<file path="config.mk">
export PLATFORM = sky130hd
export DESIGN_NAME = sdmacFifoTop
export DESIGN_NICKNAME = d
export VERILOG_FILES = /design/src/verilog/sdmacPkg.sv /design/src/verilog/fifoBuffer.sv /design/src/verilog/bytePointer.sv /design/src/verilog/cpuTransferFsm.sv /design/src/verilog/scsiTransferFsm.sv /design/src/verilog/sdmacFifoTop.sv
export VERILOG_INCLUDE_DIRS = /design/src /design/src/verilog
export SDC_FILE = /design/constraint.sdc
export NUM_CORES = 1
export LEC_CHECK = 0
export BUFFER_PORTS_ARGS = -buffer_cell sky130_fd_sc_hd__buf_2
export CORE_MARGIN = 2
export CORE_UTILIZATION = 52
export CTS_CLUSTER_SIZE = 8
export DETAILED_ROUTE_END_ITERATION = 10
export MAX_ROUTING_LAYER = met4
export PLACE_DENSITY = 0.73
export SLEW_MARGIN = 20
export SYNTH_ARGS = -nofsm -noshare
export SYNTH_HDL_FRONTEND = slang
export SYNTH_SLANG_ARGS = --single-unit
</file>
<file path="constraint.sdc">
create_clock -name ACR_WR -period 2.24 [get_ports ACR_WR]
set_input_delay 0.112 -clock ACR_WR [delete_from_list [all_inputs] [get_ports ACR_WR]]
set_output_delay 0.112 -clock ACR_WR [all_outputs]
set_load 0.005 [all_outputs]
</file>
<file path="src/verilog/sdmac_config.svh">
// ~~~~~~~~~~~~~~~~~~~~~~~~~~~~~~
// SDMAC FIFO sizing macros
// Depth, pointer and counter widths, lanes
// ~~~~~~~~~~~~~~~~~~~~~~~~~~~~~~
`ifndef SDMAC_CONFIG_SVH
`define SDMAC_CONFIG_SVH

`define SDMAC_FIFO_DEPTH  8     // Longword entries
`define SDMAC_PTR_W       3     // Next-in / next-out pointer width
`define SDMAC_CNT_W       4     // Fill counter, 0 to 8

`define SDMAC_LANES       4     // Byte lanes per longword
`define SDMAC_LANE_W      2     // Lane index width

`define SDMAC_LONG_W      32    // Memory side data
`define SDMAC_BYTE_W      8     // SCSI side data

`endif

</file>
<file path="src/verilog/sdmacPkg.sv">
// ~~~~~~~~~~~~~~~~~~~~~~~~~~~~~~
// Shared data types and FSM state enums
// ~~~~~~~~~~~~~~~~~~~~~~~~~~~~~~
`default_nettype none

`include "sdmac_config.svh"

package sdmacPkg;

    typedef logic [`SDMAC_LONG_W-1:0] longWord_t;   // Memory bus longword
    typedef logic [`SDMAC_BYTE_W-1:0] byte_t;       // SCSI data byte
    typedef logic [`SDMAC_LANE_W-1:0] lanePtr_t;    // Byte lane index, lane 0 = MSB

    // ACR direction field
    typedef enum logic {
        dirScsiToMem = 1'b0,
        dirMemToScsi = 1'b1
    } dmaDir_t;

    typedef enum logic [1:0] {cpuIdle, cpuLoad, cpuUnload} cpuState_t;

    typedef enum logic [1:0] {scsiIdle, scsiPack, scsiUnpack} scsiState_t;

endpackage

`default_nettype wire

</file>
<file path="src/verilog/fifoBuffer.sv">
// ~~~~~~~~~~~~~~~~~~~~~~~~~~~~~~
// Eight longword FIFO store
// Lane write enables, next-in/next-out
// Fill counter with full and empty flags
// ~~~~~~~~~~~~~~~~~~~~~~~~~~~~~~
`timescale 1ns/10ps
`default_nettype none

`include "sdmac_config.svh"

module fifoBuffer import sdmacPkg::*; (
    input  logic                    ACR_WR,
    input  logic                    RST_FIFO_,
    input  logic [`SDMAC_LANES-1:0] laneWrite,  // Per-lane write enable at next-in
    input  longWord_t               dataIn,
    input  logic                    incNi,      // Step next-in pointer
    input  logic                    incNo,      // Step next-out pointer
    input  logic                    incFifo,    // Count up
    input  logic                    decFifo,    // Count down
    output longWord_t               headData,   // Entry at next-out
    output logic                    fifoFull,
    output logic                    fifoEmpty
);

    longWord_t                fifoMem [`SDMAC_FIFO_DEPTH];
    logic [`SDMAC_PTR_W-1:0]  nextIn;     // Entry being filled
    logic [`SDMAC_PTR_W-1:0]  nextOut;    // Head entry
    logic [`SDMAC_CNT_W-1:0]  fillCount;  // Completed entries held

    // Storage, one enable per byte lane
    always_ff @(posedge ACR_WR) begin
        for (int l = 0; l < `SDMAC_LANES; l++) begin
            if (laneWrite[l]) begin
                // Lane 0 sits in the top byte
                fifoMem[nextIn][(`SDMAC_LANES-1-l)*`SDMAC_BYTE_W +: `SDMAC_BYTE_W] <=
                    dataIn[(`SDMAC_LANES-1-l)*`SDMAC_BYTE_W +: `SDMAC_BYTE_W];
            end
        end
    end

    // Pointers wrap naturally at depth 8
    always_ff @(posedge ACR_WR or negedge RST_FIFO_) begin
        if (!RST_FIFO_) begin
            nextIn  <= '0;
            nextOut <= '0;
        end else begin
            if (incNi) nextIn <= nextIn + 1'b1;
            if (incNo) nextOut <= nextOut + 1'b1;
        end
    end

    // Up/down counter, push and pop together cancel
    always_ff @(posedge ACR_WR or negedge RST_FIFO_) begin
        if (!RST_FIFO_) begin
            fillCount <= '0;
        end else begin
            fillCount <= fillCount + `SDMAC_CNT_W'(incFifo) - `SDMAC_CNT_W'(decFifo);
        end
    end

    assign headData  = fifoMem[nextOut];                               // Async read of head
    assign fifoEmpty = (fillCount == '0);
    assign fifoFull  = (fillCount == `SDMAC_CNT_W'(`SDMAC_FIFO_DEPTH));

endmodule

`default_nettype wire

</file>
<file path="src/verilog/bytePointer.sv">
// ~~~~~~~~~~~~~~~~~~~~~~~~~~~~~~
// Byte lane pointer and lane write decode
// ~~~~~~~~~~~~~~~~~~~~~~~~~~~~~~
`timescale 1ns/10ps
`default_nettype none

`include "sdmac_config.svh"

module bytePointer import sdmacPkg::*; (
    input  logic                    ACR_WR,
    input  logic                    RST_FIFO_,
    input  logic                    acrLoad,    // ACR write strobe
    input  logic                    acrMid25,   // Width bit being written
    input  logic                    mid25,      // Width bit held in the ACR
    input  logic                    incBo,      // Step to next lane
    input  logic                    lByte,      // Byte load from SCSI side
    input  logic                    llWord,     // Lower half load from CPU side
    input  logic                    lhWord,     // Upper half load from CPU side
    output lanePtr_t                lanePtr,
    output logic                    boEq0,
    output logic                    boEq3,
    output logic [`SDMAC_LANES-1:0] laneWrite
);

    always_ff @(posedge ACR_WR or negedge RST_FIFO_) begin
        if (!RST_FIFO_) begin
            lanePtr <= '0;
        end else if (acrLoad) begin
            lanePtr <= acrMid25 ? 2'd2 : 2'd0;   // 16-bit mode starts on lane 2
        end else if (incBo) begin
            if (lanePtr == 2'd3) begin
                lanePtr <= mid25 ? 2'd2 : 2'd0;  // 16-bit mode only uses lanes 2 and 3
            end else begin
                lanePtr <= lanePtr + 2'd1;
            end
        end
    end

    assign boEq0 = (lanePtr == 2'd0);
    assign boEq3 = (lanePtr == 2'd3);

    // Byte loads hit one lane, word loads hit a half
    always_comb begin
        for (int l = 0; l < `SDMAC_LANES; l++) begin
            laneWrite[l] = (lByte && (lanePtr == lanePtr_t'(l)))
                        || (lhWord && (l < `SDMAC_LANES/2))     // Lanes 0, 1
                        || (llWord && (l >= `SDMAC_LANES/2));   // Lanes 2, 3
        end
    end

endmodule

`default_nettype wire

</file>
<file path="src/verilog/cpuTransferFsm.sv">
// ~~~~~~~~~~~~~~~~~~~~~~~~~~~~~~
// Memory side transfer FSM
// Word load strobes, push and pop
// ~~~~~~~~~~~~~~~~~~~~~~~~~~~~~~
`timescale 1ns/10ps
`default_nettype none

module cpuTransferFsm import sdmacPkg::*; (
    input  logic    ACR_WR,
    input  logic    RST_FIFO_,
    input  dmaDir_t dir,
    input  logic    mid25,      // 16-bit memory mode
    input  logic    memWrite,
    input  logic    memRead,
    input  logic    fifoFull,
    input  logic    fifoEmpty,
    output logic    llWord,
    output logic    lhWord,
    output logic    push,
    output logic    pop
);

    cpuState_t state;
    cpuState_t nextState;
    logic      memWriteQ;   // Sampled request pulses
    logic      memReadQ;
    logic      halfSel;     // Set once the upper half of a pair is stored

    always_ff @(posedge ACR_WR or negedge RST_FIFO_) begin
        if (!RST_FIFO_) begin
            memWriteQ <= 1'b0;
            memReadQ  <= 1'b0;
        end else begin
            memWriteQ <= memWrite;
            memReadQ  <= memRead;
        end
    end

    // Legality is decided here and nowhere else
    always_comb begin
        nextState = cpuIdle;
        case (state)
            cpuIdle: begin
                if (memWriteQ && (dir == dirMemToScsi) && !fifoFull) begin
                    nextState = cpuLoad;
                end else if (memReadQ && (dir == dirScsiToMem) && !fifoEmpty) begin
                    nextState = cpuUnload;
                end
            end
            cpuLoad:   nextState = cpuIdle;   // One cycle of strobes
            cpuUnload: nextState = cpuIdle;
            default:   nextState = cpuIdle;
        endcase
    end

    always_ff @(posedge ACR_WR or negedge RST_FIFO_) begin
        if (!RST_FIFO_) begin
            state <= cpuIdle;
        end else begin
            state <= nextState;
        end
    end

    // Alternates upper then lower in 16-bit mode
    always_ff @(posedge ACR_WR or negedge RST_FIFO_) begin
        if (!RST_FIFO_) begin
            halfSel <= 1'b0;
        end else if (!mid25) begin
            halfSel <= 1'b0;
        end else if (state == cpuLoad) begin
            halfSel <= ~halfSel;
        end
    end

    assign lhWord = (state == cpuLoad) && (!mid25 || !halfSel);
    assign llWord = (state == cpuLoad) && (!mid25 || halfSel);
    assign push   = llWord;                 // Longword complete once its lower half lands
    assign pop    = (state == cpuUnload);

endmodule

`default_nettype wire

</file>
<file path="src/verilog/scsiTransferFsm.sv">
// ~~~~~~~~~~~~~~~~~~~~~~~~~~~~~~
// SCSI side transfer FSM
// Byte pack/unpack, pointer stepping
// ~~~~~~~~~~~~~~~~~~~~~~~~~~~~~~
`timescale 1ns/10ps
`default_nettype none

module scsiTransferFsm import sdmacPkg::*; (
    input  logic    ACR_WR,
    input  logic    RST_FIFO_,
    input  dmaDir_t dir,
    input  logic    scsiByteValid,  // Byte arriving from SCSI
    input  logic    scsiByteReq,    // SCSI wants the next byte
    input  logic    boEq3,          // Last lane of the longword
    input  logic    fifoFull,
    input  logic    fifoEmpty,
    output logic    lByte,
    output logic    incBo,
    output logic    push,
    output logic    pop
);

    scsiState_t state;
    scsiState_t nextState;
    logic       byteValidQ;
    logic       byteReqQ;

    always_ff @(posedge ACR_WR or negedge RST_FIFO_) begin
        if (!RST_FIFO_) begin
            byteValidQ <= 1'b0;
            byteReqQ   <= 1'b0;
        end else begin
            byteValidQ <= scsiByteValid;
            byteReqQ   <= scsiByteReq;
        end
    end

    always_comb begin
        nextState = scsiIdle;
        case (state)
            scsiIdle: begin
                // Pack only into a free entry
                if (byteValidQ && (dir == dirScsiToMem) && !fifoFull) begin
                    nextState = scsiPack;
                // Unpack only a present entry
                end else if (byteReqQ && (dir == dirMemToScsi) && !fifoEmpty) begin
                    nextState = scsiUnpack;
                end
            end
            scsiPack:   nextState = scsiIdle;
            scsiUnpack: nextState = scsiIdle;
            default:    nextState = scsiIdle;
        endcase
    end

    always_ff @(posedge ACR_WR or negedge RST_FIFO_) begin
        if (!RST_FIFO_) begin
            state <= scsiIdle;
        end else begin
            state <= nextState;
        end
    end

    // Strobes for the single step
    assign lByte = (state == scsiPack);
    assign incBo = (state == scsiPack) || (state == scsiUnpack);
    assign push  = (state == scsiPack) && boEq3;     // Last lane filled
    assign pop   = (state == scsiUnpack) && boEq3;   // Last lane sent

endmodule

`default_nettype wire

</file>
<file path="src/verilog/sdmacFifoTop.sv">
// ~~~~~~~~~~~~~~~~~~~~~~~~~~~~~~
// SDMAC FIFO top with ACR register
// Strobe steering and data routing
// ~~~~~~~~~~~~~~~~~~~~~~~~~~~~~~
`timescale 1ns/10ps
`default_nettype none

`include "sdmac_config.svh"

module sdmacFifoTop import sdmacPkg::*; (
    input  logic      ACR_WR,
    input  logic      RST_FIFO_,
    input  logic      acrLoad,
    input  dmaDir_t   acrDir,
    input  logic      acrMid25,
    input  logic      memWrite,
    input  logic      memRead,
    input  longWord_t memLongIn,
    input  logic      scsiByteValid,
    input  byte_t     scsiByteIn,
    input  logic      scsiByteReq,
    output longWord_t memLongOut,
    output byte_t     scsiByteOut,
    output logic      fifoFull,
    output logic      fifoEmpty,
    output logic      boEq0,
    output logic      boEq3
);

    dmaDir_t                 dir;        // ACR direction field
    logic                    mid25;      // ACR width bit
    logic                    scsiToMem;
    longWord_t               memLongQ;   // Held until the load strobes
    byte_t                   scsiByteQ;
    longWord_t               dataIn;
    longWord_t               headData;
    lanePtr_t                lanePtr;
    logic [`SDMAC_LANES-1:0] laneWrite;
    logic                    llWord, lhWord, lByte, incBo;
    logic                    cpuPush, cpuPop, scsiPush, scsiPop;
    logic                    incNi, incNo, incFifo, decFifo;

    always_ff @(posedge ACR_WR or negedge RST_FIFO_) begin
        if (!RST_FIFO_) begin
            dir   <= dirScsiToMem;
            mid25 <= 1'b0;
        end else if (acrLoad) begin
            dir   <= acrDir;
            mid25 <= acrMid25;
        end
    end

    // Data is written two edges after its pulse
    always_ff @(posedge ACR_WR) begin
        if (memWrite) memLongQ <= memLongIn;
        if (scsiByteValid) scsiByteQ <= scsiByteIn;
    end

    assign scsiToMem = (dir == dirScsiToMem);

    // Push side and pop side swap with direction
    assign incNi   = (scsiToMem && scsiPush) || (!scsiToMem && cpuPush);
    assign incNo   = (scsiToMem && cpuPop) || (!scsiToMem && scsiPop);
    assign incFifo = incNi;
    assign decFifo = incNo;

    always_comb begin
        if (scsiToMem) begin
            dataIn = {`SDMAC_LANES{scsiByteQ}};              // Byte on every lane
        end else if (mid25) begin
            dataIn = {2{memLongQ[`SDMAC_LONG_W/2-1:0]}};     // Low half feeds either half
        end else begin
            dataIn = memLongQ;
        end
    end

    assign memLongOut  = headData;
    assign scsiByteOut = headData[(`SDMAC_LANES-1-int'(lanePtr))*`SDMAC_BYTE_W +: `SDMAC_BYTE_W];

    fifoBuffer buffer0 (
        .ACR_WR, .RST_FIFO_, .laneWrite, .dataIn,
        .incNi, .incNo, .incFifo, .decFifo,
        .headData, .fifoFull, .fifoEmpty
    );

    bytePointer bytePtr0 (
        .ACR_WR, .RST_FIFO_, .acrLoad, .acrMid25, .mid25,
        .incBo, .lByte, .llWord, .lhWord,
        .lanePtr, .boEq0, .boEq3, .laneWrite
    );

    cpuTransferFsm cpuFsm0 (
        .ACR_WR, .RST_FIFO_, .dir, .mid25, .memWrite, .memRead,
        .fifoFull, .fifoEmpty, .llWord, .lhWord,
        .push(cpuPush), .pop(cpuPop)
    );

    scsiTransferFsm scsiFsm0 (
        .ACR_WR, .RST_FIFO_, .dir, .scsiByteValid, .scsiByteReq,
        .boEq3, .fifoFull, .fifoEmpty, .lByte, .incBo,
        .push(scsiPush), .pop(scsiPop)
    );

endmodule

`default_nettype wire

</file>
==> impl_metrics.ini <==
[synth]
synth_top_area_share_pct = 69.7
syn_area_per_cell_sq_um = 19.1
synthArstFlopShare_pct = 7.21
yosys-top-cells-area = edfxtp_1 70%, mux4_2 11%, dfrtp_1 4.5%
yosysWarnings = 0
yosysTopAreaCell = edfxtp_1
ys_seq_area_share_pct = 74.2
synth.net_count = 732
synth_ff_type = edfxtp_1
ys_ff_latch = 319
synth_edf_count = 296
synthesis.area_sq_um = 12700
syn_inst = 667
synth_cell_types = 33

[timing]
layout_setup_ws_ns = -0.464
finalCriticalPeriod_ns = 2.70
worst_slew_pin_slew_ns = 0.864
fin_skew_ns = 0.0142
fmaxAchievable_ghz = 0.370
finalCritPeriodShare_pct = 121
whs_ns = 0.0843
rsz0062_at_grt = yes
max_slew_margin_pct = 42.4
report.final.slew_viol_count = 0
setup_viol = 40
finalHoldViolCount = 0

[cts]
numCtsBuffers = 45
cts.clk_slew.worst_paths_ns = 0.05
clkLatencyLatePin_ns = 0.53
tritoncts = done
htreeDepth = 2
clock_sinks = 319
clockRootBuffer = clkbuf_16
clk_path_buf_depth = 3

[worst_setup_path]
critical_path_peak_fanout = 7
worstSetupStartpoint = buffer0.nextOut[0]
r2r-start = scsiFsm0.state[1]
cp-start-kind = flop
crit_slowest_cell = dfrtp_4
cp.required_ns = 2.13
end_kind = primary output
path_cells = buf_4 -> buf_16 -> mux4_2 -> mux2_4 -> o22ai_1 -> nor2_1 -> buf_2
slowest_delay_ns = 0.55
worstPathArrival_ns = 2.59
critical_path_class = flop to primary output

[finish]
design_area_sq_um = 16400
drive_above_1_share_pct = 36.6
n_antenna_cell = 0
final_util_pct = 68.0
areaGrowthSynthToFinish_pct = 28.9
nets = 976
final_cells = 1264

[global_routing]
use_met2_pct = 42.6
grt_pass1_wl_um = 46800
grt_max_degree = 49
top_usage_layer = met2
grt_pass1_vias = 7729
met3_usage_pct = 4.16
antenna_found_initial = 0
gr-usage-met1_pct = 32.1
grt_overflow = 0
grt_usage_pct = 25.4

[run]
maxCapViolations = 0

[die]
core-area_sq_um = 24200
die_h_um = 161
die_w_um = 161
initial_core_util_pct = 52.7
io_pins = 93
fp-row-count = 57
dieArea_sq_um = 25800

[route]
detail_route.iter0.violations = 727
dr.pass1.iters = 5
ant_nets = 0
avgViaCountPerCell = 5.70
wl_per_cell_um = 24.6
vias = 7209
wirelength_um = 31000
drc = 0

[place]
place_inst = 1126
pre_cts_slack_ns = 0.00303
place_area_sq_um = 14100
dpl.hpwl_um = 19200
gp_congestion = 0.840
portBuffers = 92

[power_and_ir_drop]
ir_drop_mv = 0.820
cellPowerDensity_nw_per_um2 = 1260
leakagePower_uw = 0.00598

[worst_hold_path]
worstHoldPathType = input pin to flop
hp-start = memWrite

[status]
status = complete, but fails checks
failed_checks = setup timing
[path summary, 6_finish.rpt]
| kind | to | slack (ns) | cells after the start |
|---|---|---|---|
| setup / recovery | scsiByteOut[1] | -0.46 | 7 |
| hold reg to reg | scsiFsm0.state[1] | 0.51 | 2 |
| hold / removal | cpuFsm0.memWriteQ | 0.08 | 1 |
| setup reg to reg | buffer0.fillCount[1] | 0.08 | 10 |
| min in group asynchronous | dir | 0.12 | 2 |
| max in group asynchronous | buffer0.nextOut[0] | 1.71 | 2 |
[power breakdown]
part / total [uW] / switching [uW] / leakage [uW] / internal [uW]
Clock: 6160 / 2320 / 0.000617 / 3840
Combinational: 7090 / 3190 / 0.00238 / 3900
Sequential: 7430 / 292 / 0.00298 / 7140
[synthesized netlist by cell type (all sizes together), types with 2 or more instances]
| cell | instances |
|---|---|
| or3b | 2 |
| nand2b | 12 |
| o21ai | 4 |
| nand2 | 42 |
| nand3b | 3 |
| clkbuf | 14 |
| xor2 | 2 |
| mux2 | 35 |
| inv | 12 |
| o22ai | 16 |
| a21oi | 21 |
| buf | 14 |
| mux2i | 18 |
| nor3b | 2 |
| nor4 | 2 |
| dfrtp | 23 |
| mux4 | 64 |
| edfxtp | 296 |
| xnor2 | 5 |
| nor2 | 53 |
| ha | 15 |
| nand3 | 3 |
[state kept, by name, summed over array words and instances, names as in the netlist]
name and flops:
buffer0.fifoMem 256, memLongQ 32, scsiByteQ 8, buffer0.fillCount 4, buffer0.nextIn 3, buffer0.nextOut 3, bytePtr0.lanePtr 2, cpuFsm0.state 2
scsiFsm0.state 2, cpuFsm0.halfSel 1, cpuFsm0.memReadQ 1, cpuFsm0.memWriteQ 1, dir 1, mid25 1, scsiFsm0.byteReqQ 1, scsiFsm0.byteValidQ 1
[layout make-up]
| type | instances | area, sq um |
|---|---|---|
| Clock buffer | 75 | 1280 |
| Clock inverter | 1 | 8.76 |
| Fill cell | 1488 | 7740 |
| Inverter | 12 | 45.0 |
| Multi-Input combinational cell | 308 | 3270 |
| Sequential cell | 319 | 9470 |
| Tap cell | 324 | 405 |
| Timing Repair Buffer | 225 | 1950 |
[critical path, delay by kind of cell (launching register included)]
kind            cells  cell delay, ns
simple gates        1            0.07
compound gates      1            0.14
buf+inv             3            0.44
mux                 2            0.86
flops               1            0.55
[layer usage]
metal / vias up / share of wire [%] / wire [um]
met5: - / 0 / 0
met4: 0 / 3.0 / 928
met3: 73 / 6.7 / 2090
met2: 353 / 52 / 16100
met1: 3652 / 38 / 11900
li1: 3131 / - / -
[logic make-up (layout without fill, tap and decap cells)]
family,after synthesis,count (layout),share of synthesized area (%)
flip-flops,319,319,74.2
AND/OR/NAND/NOR,124,124,4.29
multiplexers,117,117,15.8
AO/OA/AOI/OAI,44,44,1.93
buffers and inverters,40,313,1.61
adder cells (fa/ha/maj),16,16,1.63
XOR/XNOR,7,7,0.481
[placed cells by master (no fill, tap or decap), types with 2 or more instances in the layout]
master / synthesis / final
ha_2: 0 / 3
nand2b_1: 12 / 12
xnor2_1: 5 / 5
nand3b_1: 3 / 3
buf_2: 8 / 69
nor3b_1: 2 / 2
dlygate4sd3_1: 0 / 47
nand3_1: 3 / 3
o22ai_1: 16 / 9
xor2_1: 2 / 2
ha_1: 15 / 11
buf_4: 0 / 61
dfrtp_1: 23 / 21
nand2_1: 42 / 42
mux2_2: 35 / 6
nor2_1: 53 / 53
or3b_2: 2 / 2
a21oi_1: 21 / 21
buf_6: 6 / 33
nor4_1: 2 / 2
clkbuf_1: 14 / 28
o21ai_0: 3 / 3
mux2i_1: 18 / 18
buf_12: 0 / 13
clkbuf_16: 0 / 47
mux4_2: 64 / 64
inv_1: 12 / 12
edfxtp_1: 296 / 296
mux2_4: 0 / 29
o22ai_2: 0 / 7
[metrics by stage]
step,setup TNS (ns),total power [uW]
3_5_place_dp,0,13200
2_1_floorplan,0,10800
6_report,-9.39,20700
5_1_grt,-11.61,21400
3_3_place_gp,0,13000
4_1_cts,-10.18,20600
[what timing repair did]
item,in CTS,in global routing
setup endpoints to repair,39,145
pin swaps,1,0
gates resized for setup,64,20
hold buffers,47,0
endpoints found under the hold margin,78,0
gates cloned,2,0
setup buffers,11,7
(Power assumes the default switching activity.)
